## src/logic/mmu_defs.svh

```systemverilog
//--------------------------------------------------------------------
// MMU widths, TLB size and encodings
//--------------------------------------------------------------------
`ifndef MMU_DEFS_SVH
`define MMU_DEFS_SVH

// Sv32 address geometry
`define MMU_VLEN    32
`define MMU_PLEN    34
`define MMU_PPNW    22
`define MMU_VPNW    20
`define MMU_ASIDW   9
`define MMU_OFFW    12
`define MMU_MEGA_LO 10

`define DTLB_ENTRIES 4

// flag byte of a PTE
`define PTE_V 0
`define PTE_R 1
`define PTE_W 2
`define PTE_X 3
`define PTE_U 4
`define PTE_G 5
`define PTE_A 6
`define PTE_D 7

`define PRIV_U 0
`define PRIV_S 1

// exception causes, privileged spec numbering
`define CAUSE_LD_MISALIGNED 4
`define CAUSE_ST_MISALIGNED 6
`define CAUSE_LD_PAGE_FAULT 13
`define CAUSE_ST_PAGE_FAULT 15

`endif

```

## src/logic/mmu_pkg.sv

```systemverilog
//--------------------------------------------------------------------
// MMU shared types
//--------------------------------------------------------------------
`include "mmu_defs.svh"

package mmu_pkg;

  // addresses
  typedef logic [`MMU_VLEN-1:0] vaddr_t;
  typedef logic [`MMU_PLEN-1:0] paddr_t;

  // page numbers
  typedef logic [`MMU_PPNW-1:0] ppn_t;
  typedef logic [`MMU_VPNW-1:0] vpn_t;

  typedef logic [`MMU_ASIDW-1:0] asid_t;

  // V R W X U G A D, bit 0 first
  typedef logic [7:0] pte_flags_t;

  typedef logic [1:0] priv_t;

  // low bits of mcause/scause
  typedef logic [3:0] exc_cause_t;

endpackage

```

## src/logic/lsu_req_decode.sv

```systemverilog
//--------------------------------------------------------------------
// LSU request decode and pipeline register
//--------------------------------------------------------------------
`include "mmu_defs.svh"

module lsu_req_decode (
  input  logic                 clk_i,
  input  logic                 rst_ni,
  input  logic                 en_ld_st_translation_i,
  input  logic                 lsu_req_i,
  input  mmu_pkg::vaddr_t      lsu_vaddr_i,
  input  logic                 lsu_is_store_i,
  input  logic                 misaligned_i,
  input  mmu_pkg::priv_t       ld_st_priv_lvl_i,
  input  logic                 sum_i,
  input  logic                 lu_hit_i,
  input  mmu_pkg::ppn_t        lu_ppn_i,
  input  mmu_pkg::pte_flags_t  lu_flags_i,
  input  logic                 lu_is_mega_i,
  output logic                 lu_access_o,
  output logic                 lsu_dtlb_hit_o,
  output mmu_pkg::ppn_t        lsu_dtlb_ppn_o,
  output logic                 dtlb_miss_o,
  output logic                 req_q_o,
  output mmu_pkg::vaddr_t      vaddr_q_o,
  output logic                 is_store_q_o,
  output logic                 misaligned_q_o,
  output logic                 translate_q_o,
  output logic                 hit_q_o,
  output mmu_pkg::ppn_t        ppn_q_o,
  output mmu_pkg::pte_flags_t  flags_q_o,
  output logic                 mega_q_o,
  output mmu_pkg::priv_t       priv_q_o,
  output logic                 sum_q_o
);

  // misaligned requests never look up the TLB
  assign lu_access_o    = lsu_req_i & ~misaligned_i;
  assign lsu_dtlb_hit_o = en_ld_st_translation_i ? lu_hit_i : 1'b1;
  assign dtlb_miss_o    = en_ld_st_translation_i & lu_access_o & ~lu_hit_i;

  // early PPN, megapage low bits come from the vaddr
  always_comb begin
    if (en_ld_st_translation_i) begin
      lsu_dtlb_ppn_o = lu_ppn_i;
      if (lu_is_mega_i) begin
        lsu_dtlb_ppn_o[`MMU_MEGA_LO-1:0] = lsu_vaddr_i[`MMU_OFFW +: `MMU_MEGA_LO];
      end
    end else begin
      lsu_dtlb_ppn_o = {{(`MMU_PLEN-`MMU_VLEN){1'b0}}, lsu_vaddr_i[`MMU_VLEN-1:`MMU_OFFW]};
    end
  end

  //--------------------------------------------------------------------
  // request register
  //--------------------------------------------------------------------
  always_ff @(posedge clk_i or negedge rst_ni) begin
    if (!rst_ni) begin
      req_q_o        <= 1'b0;
      misaligned_q_o <= 1'b0;
      translate_q_o  <= 1'b0;
      hit_q_o        <= 1'b0;
    end else begin
      req_q_o        <= lsu_req_i;
      // mute a stray misaligned flag with no request behind it
      misaligned_q_o <= misaligned_i & lsu_req_i;
      translate_q_o  <= en_ld_st_translation_i;
      hit_q_o        <= lu_hit_i;
    end
  end

  // payload captured alongside the request
  always_ff @(posedge clk_i) begin
    vaddr_q_o    <= lsu_vaddr_i;
    is_store_q_o <= lsu_is_store_i;
    ppn_q_o      <= lu_ppn_i;
    flags_q_o    <= lu_flags_i;
    mega_q_o     <= lu_is_mega_i;
    priv_q_o     <= ld_st_priv_lvl_i;
    sum_q_o      <= sum_i;
  end

endmodule

```

## src/logic/dtlb_execute.sv

```systemverilog
//--------------------------------------------------------------------
// Fully associative data TLB
//--------------------------------------------------------------------
`include "mmu_defs.svh"

module dtlb_execute (
  input  logic                 clk_i,
  input  logic                 rst_ni,
  input  logic                 lu_access_i,
  input  mmu_pkg::vaddr_t      lu_vaddr_i,
  input  mmu_pkg::asid_t       lu_asid_i,
  input  logic                 flush_i,
  input  logic                 update_valid_i,
  input  mmu_pkg::vpn_t        update_vpn_i,
  input  mmu_pkg::asid_t       update_asid_i,
  input  mmu_pkg::ppn_t        update_ppn_i,
  input  mmu_pkg::pte_flags_t  update_flags_i,
  input  logic                 update_is_mega_i,
  output logic                 lu_hit_o,
  output mmu_pkg::ppn_t        lu_ppn_o,
  output mmu_pkg::pte_flags_t  lu_flags_o,
  output logic                 lu_is_mega_o
);

  localparam int IdxW = (`DTLB_ENTRIES > 1) ? $clog2(`DTLB_ENTRIES) : 1;
  localparam int HiW  = `MMU_VPNW - `MMU_MEGA_LO;

  // tag and content per entry, V flag doubles as the entry valid
  mmu_pkg::vpn_t       tag_vpn   [`DTLB_ENTRIES];
  mmu_pkg::asid_t      tag_asid  [`DTLB_ENTRIES];
  logic                tag_mega  [`DTLB_ENTRIES];
  mmu_pkg::ppn_t       ent_ppn   [`DTLB_ENTRIES];
  mmu_pkg::pte_flags_t ent_flags [`DTLB_ENTRIES];

  logic [IdxW-1:0]          repl_ptr_q;
  logic [`DTLB_ENTRIES-1:0] match;
  mmu_pkg::vpn_t            lu_vpn;

  assign lu_vpn = lu_vaddr_i[`MMU_VLEN-1:`MMU_OFFW];

  //--------------------------------------------------------------------
  // lookup
  //--------------------------------------------------------------------
  always_comb begin
    for (int i = 0; i < `DTLB_ENTRIES; i++) begin
      match[i] = ent_flags[i][`PTE_V]
                 && (tag_asid[i] == lu_asid_i || ent_flags[i][`PTE_G])
                 && (tag_vpn[i][`MMU_VPNW-1 -: HiW] == lu_vpn[`MMU_VPNW-1 -: HiW])
                 && (tag_mega[i]
                     || tag_vpn[i][`MMU_MEGA_LO-1:0] == lu_vpn[`MMU_MEGA_LO-1:0]);
    end
  end

  // lowest matching entry wins, refill keeps entries unique anyway
  always_comb begin
    lu_hit_o     = 1'b0;
    lu_ppn_o     = '0;
    lu_flags_o   = '0;
    lu_is_mega_o = 1'b0;
    for (int i = `DTLB_ENTRIES - 1; i >= 0; i--) begin
      if (lu_access_i && match[i]) begin
        lu_hit_o     = 1'b1;
        lu_ppn_o     = ent_ppn[i];
        lu_flags_o   = ent_flags[i];
        lu_is_mega_o = tag_mega[i];
      end
    end
  end

  //--------------------------------------------------------------------
  // refill, replacement and flush
  //--------------------------------------------------------------------
  always_ff @(posedge clk_i or negedge rst_ni) begin
    if (!rst_ni) begin
      repl_ptr_q <= '0;
      for (int i = 0; i < `DTLB_ENTRIES; i++) begin
        tag_vpn[i]   <= '0;
        tag_asid[i]  <= '0;
        tag_mega[i]  <= 1'b0;
        ent_ppn[i]   <= '0;
        ent_flags[i] <= '0;
      end
    end else if (flush_i) begin
      // flush beats a refill in the same cycle
      for (int i = 0; i < `DTLB_ENTRIES; i++) begin
        ent_flags[i][`PTE_V] <= 1'b0;
      end
    end else if (update_valid_i) begin
      tag_vpn[repl_ptr_q]   <= update_vpn_i;
      tag_asid[repl_ptr_q]  <= update_asid_i;
      tag_mega[repl_ptr_q]  <= update_is_mega_i;
      ent_ppn[repl_ptr_q]   <= update_ppn_i;
      ent_flags[repl_ptr_q] <= update_flags_i;
      if (repl_ptr_q == IdxW'(`DTLB_ENTRIES - 1)) begin
        repl_ptr_q <= '0;
      end else begin
        repl_ptr_q <= repl_ptr_q + 1'b1;
      end
    end
  end

endmodule

```

## src/logic/translation_result.sv

```systemverilog
//--------------------------------------------------------------------
// Translation result and fault check
//--------------------------------------------------------------------
`include "mmu_defs.svh"

module translation_result (
  input  logic                 req_q_i,
  input  mmu_pkg::vaddr_t      vaddr_q_i,
  input  logic                 is_store_q_i,
  input  logic                 misaligned_q_i,
  input  logic                 translate_q_i,
  input  logic                 hit_q_i,
  input  mmu_pkg::ppn_t        ppn_q_i,
  input  mmu_pkg::pte_flags_t  flags_q_i,
  input  logic                 mega_q_i,
  input  mmu_pkg::priv_t       priv_q_i,
  input  logic                 sum_q_i,
  output logic                 lsu_valid_o,
  output mmu_pkg::paddr_t      lsu_paddr_o,
  output logic                 lsu_ex_valid_o,
  output mmu_pkg::exc_cause_t  lsu_ex_cause_o,
  output mmu_pkg::vaddr_t      lsu_ex_tval_o
);

  mmu_pkg::ppn_t ppn;
  logic          priv_err;
  logic          store_err;
  logic          page_fault;

  //--------------------------------------------------------------------
  // physical address
  //--------------------------------------------------------------------
  always_comb begin
    ppn = ppn_q_i;
    // megapage keeps VPN[0] of the vaddr
    if (mega_q_i) begin
      ppn[`MMU_MEGA_LO-1:0] = vaddr_q_i[`MMU_OFFW +: `MMU_MEGA_LO];
    end
  end

  assign lsu_paddr_o = translate_q_i
                       ? {ppn, vaddr_q_i[`MMU_OFFW-1:0]}
                       : {{(`MMU_PLEN-`MMU_VLEN){1'b0}}, vaddr_q_i};

  // a miss under translation gives no valid, the requester retries
  assign lsu_valid_o = req_q_i & (~translate_q_i | misaligned_q_i | hit_q_i);

  //--------------------------------------------------------------------
  // permission checks
  //--------------------------------------------------------------------
  // user page from S mode needs SUM, U mode needs a user page
  assign priv_err =
    (priv_q_i == mmu_pkg::priv_t'(`PRIV_U) && !flags_q_i[`PTE_U])
    || (priv_q_i == mmu_pkg::priv_t'(`PRIV_S) && flags_q_i[`PTE_U] && !sum_q_i);

  // stores also need a writable and dirty page
  assign store_err = is_store_q_i & (~flags_q_i[`PTE_W] | ~flags_q_i[`PTE_D]);

  assign page_fault = req_q_i & translate_q_i & hit_q_i & (priv_err | store_err);

  // misaligned first, page check only after it
  always_comb begin
    lsu_ex_valid_o = 1'b0;
    lsu_ex_cause_o = '0;
    if (misaligned_q_i) begin
      lsu_ex_valid_o = 1'b1;
      lsu_ex_cause_o = is_store_q_i ? mmu_pkg::exc_cause_t'(`CAUSE_ST_MISALIGNED)
                                    : mmu_pkg::exc_cause_t'(`CAUSE_LD_MISALIGNED);
    end else if (page_fault) begin
      lsu_ex_valid_o = 1'b1;
      lsu_ex_cause_o = is_store_q_i ? mmu_pkg::exc_cause_t'(`CAUSE_ST_PAGE_FAULT)
                                    : mmu_pkg::exc_cause_t'(`CAUSE_LD_PAGE_FAULT);
    end
  end

  assign lsu_ex_tval_o = lsu_ex_valid_o ? vaddr_q_i : '0;

endmodule

```

## src/logic/mmu_top.sv

```systemverilog
//--------------------------------------------------------------------
// Data-side Sv32 MMU
//--------------------------------------------------------------------
module mmu_top (
  input  logic                 clk_i,
  input  logic                 rst_ni,
  input  logic                 en_ld_st_translation_i,
  input  mmu_pkg::priv_t       ld_st_priv_lvl_i,
  input  logic                 sum_i,
  input  mmu_pkg::asid_t       asid_i,
  input  logic                 lsu_req_i,
  input  mmu_pkg::vaddr_t      lsu_vaddr_i,
  input  logic                 lsu_is_store_i,
  input  logic                 misaligned_i,
  input  logic                 update_valid_i,
  input  mmu_pkg::vpn_t        update_vpn_i,
  input  mmu_pkg::asid_t       update_asid_i,
  input  mmu_pkg::ppn_t        update_ppn_i,
  input  mmu_pkg::pte_flags_t  update_flags_i,
  input  logic                 update_is_mega_i,
  input  logic                 flush_tlb_i,
  output logic                 lsu_dtlb_hit_o,
  output mmu_pkg::ppn_t        lsu_dtlb_ppn_o,
  output logic                 lsu_valid_o,
  output mmu_pkg::paddr_t      lsu_paddr_o,
  output logic                 lsu_ex_valid_o,
  output mmu_pkg::exc_cause_t  lsu_ex_cause_o,
  output mmu_pkg::vaddr_t      lsu_ex_tval_o,
  output logic                 dtlb_miss_o
);

  // lookup path
  logic                lu_access;
  logic                lu_hit;
  mmu_pkg::ppn_t       lu_ppn;
  mmu_pkg::pte_flags_t lu_flags;
  logic                lu_is_mega;

  // registered request
  logic                req_q;
  mmu_pkg::vaddr_t     vaddr_q;
  logic                is_store_q;
  logic                misaligned_q;
  logic                translate_q;
  logic                hit_q;
  mmu_pkg::ppn_t       ppn_q;
  mmu_pkg::pte_flags_t flags_q;
  logic                mega_q;
  mmu_pkg::priv_t      priv_q;
  logic                sum_q;

  lsu_req_decode u_decode (
    .clk_i                  (clk_i),
    .rst_ni                 (rst_ni),
    .en_ld_st_translation_i (en_ld_st_translation_i),
    .lsu_req_i              (lsu_req_i),
    .lsu_vaddr_i            (lsu_vaddr_i),
    .lsu_is_store_i         (lsu_is_store_i),
    .misaligned_i           (misaligned_i),
    .ld_st_priv_lvl_i       (ld_st_priv_lvl_i),
    .sum_i                  (sum_i),
    .lu_hit_i               (lu_hit),
    .lu_ppn_i               (lu_ppn),
    .lu_flags_i             (lu_flags),
    .lu_is_mega_i           (lu_is_mega),
    .lu_access_o            (lu_access),
    .lsu_dtlb_hit_o         (lsu_dtlb_hit_o),
    .lsu_dtlb_ppn_o         (lsu_dtlb_ppn_o),
    .dtlb_miss_o            (dtlb_miss_o),
    .req_q_o                (req_q),
    .vaddr_q_o              (vaddr_q),
    .is_store_q_o           (is_store_q),
    .misaligned_q_o         (misaligned_q),
    .translate_q_o          (translate_q),
    .hit_q_o                (hit_q),
    .ppn_q_o                (ppn_q),
    .flags_q_o              (flags_q),
    .mega_q_o               (mega_q),
    .priv_q_o               (priv_q),
    .sum_q_o                (sum_q)
  );

  dtlb_execute u_execute (
    .clk_i            (clk_i),
    .rst_ni           (rst_ni),
    .lu_access_i      (lu_access),
    .lu_vaddr_i       (lsu_vaddr_i),
    .lu_asid_i        (asid_i),
    .flush_i          (flush_tlb_i),
    .update_valid_i   (update_valid_i),
    .update_vpn_i     (update_vpn_i),
    .update_asid_i    (update_asid_i),
    .update_ppn_i     (update_ppn_i),
    .update_flags_i   (update_flags_i),
    .update_is_mega_i (update_is_mega_i),
    .lu_hit_o         (lu_hit),
    .lu_ppn_o         (lu_ppn),
    .lu_flags_o       (lu_flags),
    .lu_is_mega_o     (lu_is_mega)
  );

  translation_result u_result (
    .req_q_i        (req_q),
    .vaddr_q_i      (vaddr_q),
    .is_store_q_i   (is_store_q),
    .misaligned_q_i (misaligned_q),
    .translate_q_i  (translate_q),
    .hit_q_i        (hit_q),
    .ppn_q_i        (ppn_q),
    .flags_q_i      (flags_q),
    .mega_q_i       (mega_q),
    .priv_q_i       (priv_q),
    .sum_q_i        (sum_q),
    .lsu_valid_o    (lsu_valid_o),
    .lsu_paddr_o    (lsu_paddr_o),
    .lsu_ex_valid_o (lsu_ex_valid_o),
    .lsu_ex_cause_o (lsu_ex_cause_o),
    .lsu_ex_tval_o  (lsu_ex_tval_o)
  );

endmodule

```

## config.mk

```make
export PLATFORM = sky130hd
export DESIGN_NAME = mmu_top
export DESIGN_NICKNAME = d
export VERILOG_FILES = /design/src/logic/mmu_pkg.sv /design/src/logic/lsu_req_decode.sv /design/src/logic/dtlb_execute.sv /design/src/logic/translation_result.sv /design/src/logic/mmu_top.sv
export VERILOG_INCLUDE_DIRS = /design/src /design/src/logic
export SDC_FILE = /design/constraint.sdc
export NUM_CORES = 1
export LEC_CHECK = 0
export BUFFER_PORTS_ARGS = -buffer_cell sky130_fd_sc_hd__buf_2
export CORE_MARGIN = 2
export CORE_UTILIZATION = 50
export CTS_CLUSTER_SIZE = 24
export DETAILED_ROUTE_END_ITERATION = 8
export PLACE_DENSITY = 0.72
export SYNTH_ARGS = -nofsm -noshare
export SYNTH_HDL_FRONTEND = slang
export SYNTH_SLANG_ARGS = --single-unit
export TNS_END_PERCENT = 50
```

## constraint.sdc

```tcl
create_clock -name clk_i -period 8 [get_ports clk_i]
set_clock_uncertainty 0.05 [all_clocks]
set_input_delay 1.2 -clock clk_i [delete_from_list [all_inputs] [get_ports clk_i]]
set_output_delay 1.2 -clock clk_i [all_outputs]
set_load 0.03 [all_outputs]
```

==> results <==
- The first detailed-routing pass took 4 iterations.
- The setup-violating endpoint count in the final report is 0.
- The total clock buffers created by CTS is 31.
- The worst path uses roughly 78% of the clock period.
- The share of layout cells above drive strength 1 is 40.70%.
- The remaining number of nets flagged by the antenna check after routing is 0.
- The maximum ir drop on the vdd rail is 0.0001990 V.
- The via count of the first global-routing pass is 9001.
- Setup repair after global routing left no endpoint under its margin.
- The primary flip-flop cell chosen by synthesis mapping is dfrtp_1.
- Relative to the synthesized area, the layout overhead comes to 16.65%.
- The remaining max-slew budget at the tightest pin is 24.81%.
- The floorplan step set the die width to 167.1 um.
- The worst-skew pair later-pin latency is 0.56 ns.
- The clock period could shrink to between 6 and 7 ns.
- The combinational group share of total power is 24.6%.
- The flow ran to the end, and the final reports show no timing, DRC or antenna violations.
- The final count of hold timing violations is 0.
- The transition time at the pin with the least slew margin is 1.126 ns.
- The share of the Yosys chip area taken by registers is approximately 53%.
- For this block, the initial DRC count from the detailed router was 447.
- The number of top-level pins is 208.
- The total count of max-transition violations in the final report is 0.
- The number of antenna violations at the first check in global routing is 5.
- Global routing finished with a remaining overflow of 0.
- The critical path is of the input pin to primary output type.
- Internal power comes to 3704 uW.
- The library cells used most frequently in the layout, excluding fill and tap cells, are mux2_2 (234), dfrtp_1 (234), buf_2 (203), nand2_1 (94), dfxtp_1 (62).
- Summed over all cells, the static leakage comes to between 0.007 and 0.008 uW.
- Wires add up to 32.16 mm.
- The slack of the critical path is 1.798 ns.
- The depth of the CTS H-tree is 1.
- In this run, distinct cell masters in the synthesized netlist total 44.
- The element type at the critical path start is an input pin.
- The initial cell density of the core is 51.01%.
- TritonCTS built the clock tree.
- Global routing used 22.90% of the available tracks across all layers.
- Routability-driven placement finished with a final weighted congestion of between 0.7 and 0.8.
- The number of flip-flops and latches in the synthesized netlist is 296.
- The count of buffers inserted at the top-level ports is 204.
- The required time of the worst setup path is 6.75 ns.
- The worst setup slack before clock tree synthesis is 1.950 ns.
- In this run the power spent charging and discharging nets is 1472 uW.
- The number of rows in the core area is 59.
- For this design, the CTS-stage hold fixing added 0 buffers.
- The die covers about 28000 um2.
- From bottom edge to top edge, the die measures between 150 and 200 um.
- The post-cts gate resize count is 0.
- The max-cap check violation count is 0.
- Net switching is 28.44% of the power.
- The total number of yosys warnings is 0.
- The average instance in the mapped netlist occupies 12.14 um2.
- The fraction of power consumed by the clock network is between 20 and 30%.
- For the worst setup path, the data arrival time is 4.95 ns.
- The final hold slack is 0.4273 ns.
- For this run, asynchronously set or reset flops after synthesis account for just under 80%.
- The sequential fraction of design power is between 40% and 50%.
- The area of the core region is 26060 um2.
- After detailed routing, the number of remaining DRC violations is 0.
- The endpoint type of the worst setup path is a primary output.
- The wire length of the first global-routing pass is 50.34 mm.
- The pin count of the biggest net entering global routing is 84.
- The total negative slack for setup checks is 0 ns.
- In this run the cell area of the synthesized design comes to ~13000 um2.
- Using the TritonRoute via totals, the vias-per-cell ratio works out to about 5.4.
- The clock-pin transition on the worst setup and hold timing paths is 0.06 ns.
- The synthesized instance count is about 1.1k.
- The ratio of total power to cell area is 333.8 nW/um2.
- Counting along the longest clock path gives a buffer depth of 3.
- The final net count is around 1.4k.
- The detailed router placed 8761 vias in this run.
- The tree is rooted in a clkbuf_16.
- Timing would allow up to 161.2 MHz.
- After clock tree synthesis, the setup repair step added 0 buffers.
- Of all nets on the critical path, the largest fanout is 16.
- The number of nets handed over by synthesis was 1211.
- The class of the worst hold path is flop to flop.
- In the final routed layout, each cell accounts on average for 19.87 um.
- Yosys mapped a number of flops with a built-in enable equal to 0.
- The sum of net half-perimeters after detailed placement is 21.59 mm.
- The sink count of the clock tree is 296.
==> worst max-delay path, stage by stage <==
cell	delay, ns
buf_2	0.10
nor2b_1	0.40
nand4_1	0.19
nor4_1	0.92
nand3_1	0.86
nor3b_1	0.40
o221ai_1	0.27
a31oi_1	0.35
buf_2	0.24
==> metal layers <==
metal / vias to the layer above / track usage [%] / routed length (um)
li1: 4123 / - / -
met5: - / 0 / 13
met2: 243 / 37.93 / 15470
met1: 4346 / 31.40 / 14260
met4: 2 / 6.297 / 706
met3: 47 / 3.707 / 1720
==> sequential cells by signal (all words and copies together), names as in the netlist <==
register,flops
u_decode.misaligned_q_o,1
u_execute.ent_ppn,88
u_decode.vaddr_q_o,32
u_decode.hit_q_o,1
u_decode.mega_q_o,1
u_decode.flags_q_o,3
u_execute.tag_mega,4
u_execute.ent_flags,20
u_decode.is_store_q_o,1
u_decode.priv_q_o,2
u_decode.sum_q_o,1
u_decode.ppn_q_o,22
u_execute.tag_vpn,80
u_decode.req_q_o,1
u_execute.repl_ptr_q,2
u_decode.translate_q_o,1
u_execute.tag_asid,36
==> power groups by stage <==
stage	Sequential, uW	Combinational (uW)	Clock (uW)
detailed placement	2440	1280	0
global placement	2400	1240	0
CTS	2420	1290	1510
floorplan	2350	1020	0
finish	2420	1280	1480
global route	2490	1400	1570
==> final timing paths <==
kind / slack (ns) / cells after the start / startpoint / endpoint
worst max-delay path: 1.80 / 9 / lsu_req_i / lsu_dtlb_ppn_o[10]
worst min-delay path: 0.43 / 2 / u_execute.ent_flags[28]$_DFFE_PN0P_ / u_decode.flags_q_o[4]$_DFF_P_
worst max register to register: 4.52 / 7 / u_execute.tag_vpn[19]$_DFFE_PN0P_ / u_decode.ppn_q_o[10]$_DFF_P_
worst min register to register: 0.43 / 2 / u_execute.ent_flags[28]$_DFFE_PN0P_ / u_decode.flags_q_o[4]$_DFF_P_
max in group asynchronous: 5.88 / 2 / rst_ni / u_execute.tag_vpn[54]$_DFFE_PN0P_
min in group asynchronous: 0.57 / 1 / rst_ni / u_execute.ent_ppn[49]$_DFFE_PN0P_
==> final cells by class <==
type	instances	area, um2
Timing Repair Buffer	214	1106
Clock buffer	47	968.4
Inverter	21	78.83
Tap cell	335	419.2
Clock inverter	10	106.4
Sequential cell	296	7097
Multi-Input combinational cell	692	5720
Fill cell	2139	10550
Antenna cell	4	10.01
==> logic make-up (layout without fill, tap and decap cells) <==
kind of cell               after synthesis  count (layout)  share of synthesized area (%)
DFF                                    296             296                          53.39
muxes                                  246             246                          21.12
and+or+nand+nor                        232             232                          8.782
xor gates and xnor gates               116             116                          7.643
buffers and inverters                  107             292                          3.765
AOI/OAI and AO/OA                       94              94                          4.923
adders and majority gates                4               4                         0.3765
other                                    0               4                              0
==> Yosys cell counts, types with 7 or more instances <==
cell type | n | share of area (%)
a31oi_1 | 12 | 0.56
buf_2 | 19 | 0.72
buf_4 | 14 | 0.79
clkbuf_1 | 50 | 1.4
dfrtp_1 | 234 | 44
dfxtp_1 | 62 | 9.3
inv_1 | 21 | 0.59
mux2_2 | 234 | 20
mux2_4 | 10 | 1.1
nand2_1 | 98 | 2.8
nand3_1 | 15 | 0.56
nand4_1 | 20 | 0.94
nor2_1 | 19 | 0.54
nor2b_1 | 37 | 1.7
nor3b_1 | 14 | 0.79
nor4_1 | 13 | 0.61
o21ai_0 | 31 | 1.2
o21ai_1 | 7 | 0.26
o221ai_1 | 14 | 0.92
o311a_1 | 10 | 0.75
xnor2_1 | 55 | 3.6
xor2_1 | 61 | 4.0
==> metrics by stage <==
step	util, %	instances	cell area (um2)	total power (uW)
after floorplan	-	1095	13290	3370
after global placement	55.34	1558	14420	3641
after detailed placement	55.34	1558	14420	3721
after CTS	59.47	1615	15500	5213
after global routing	59.49	1618	15500	5457
final	59.50	1619	15510	5175
(Power assumes the default switching activity.)
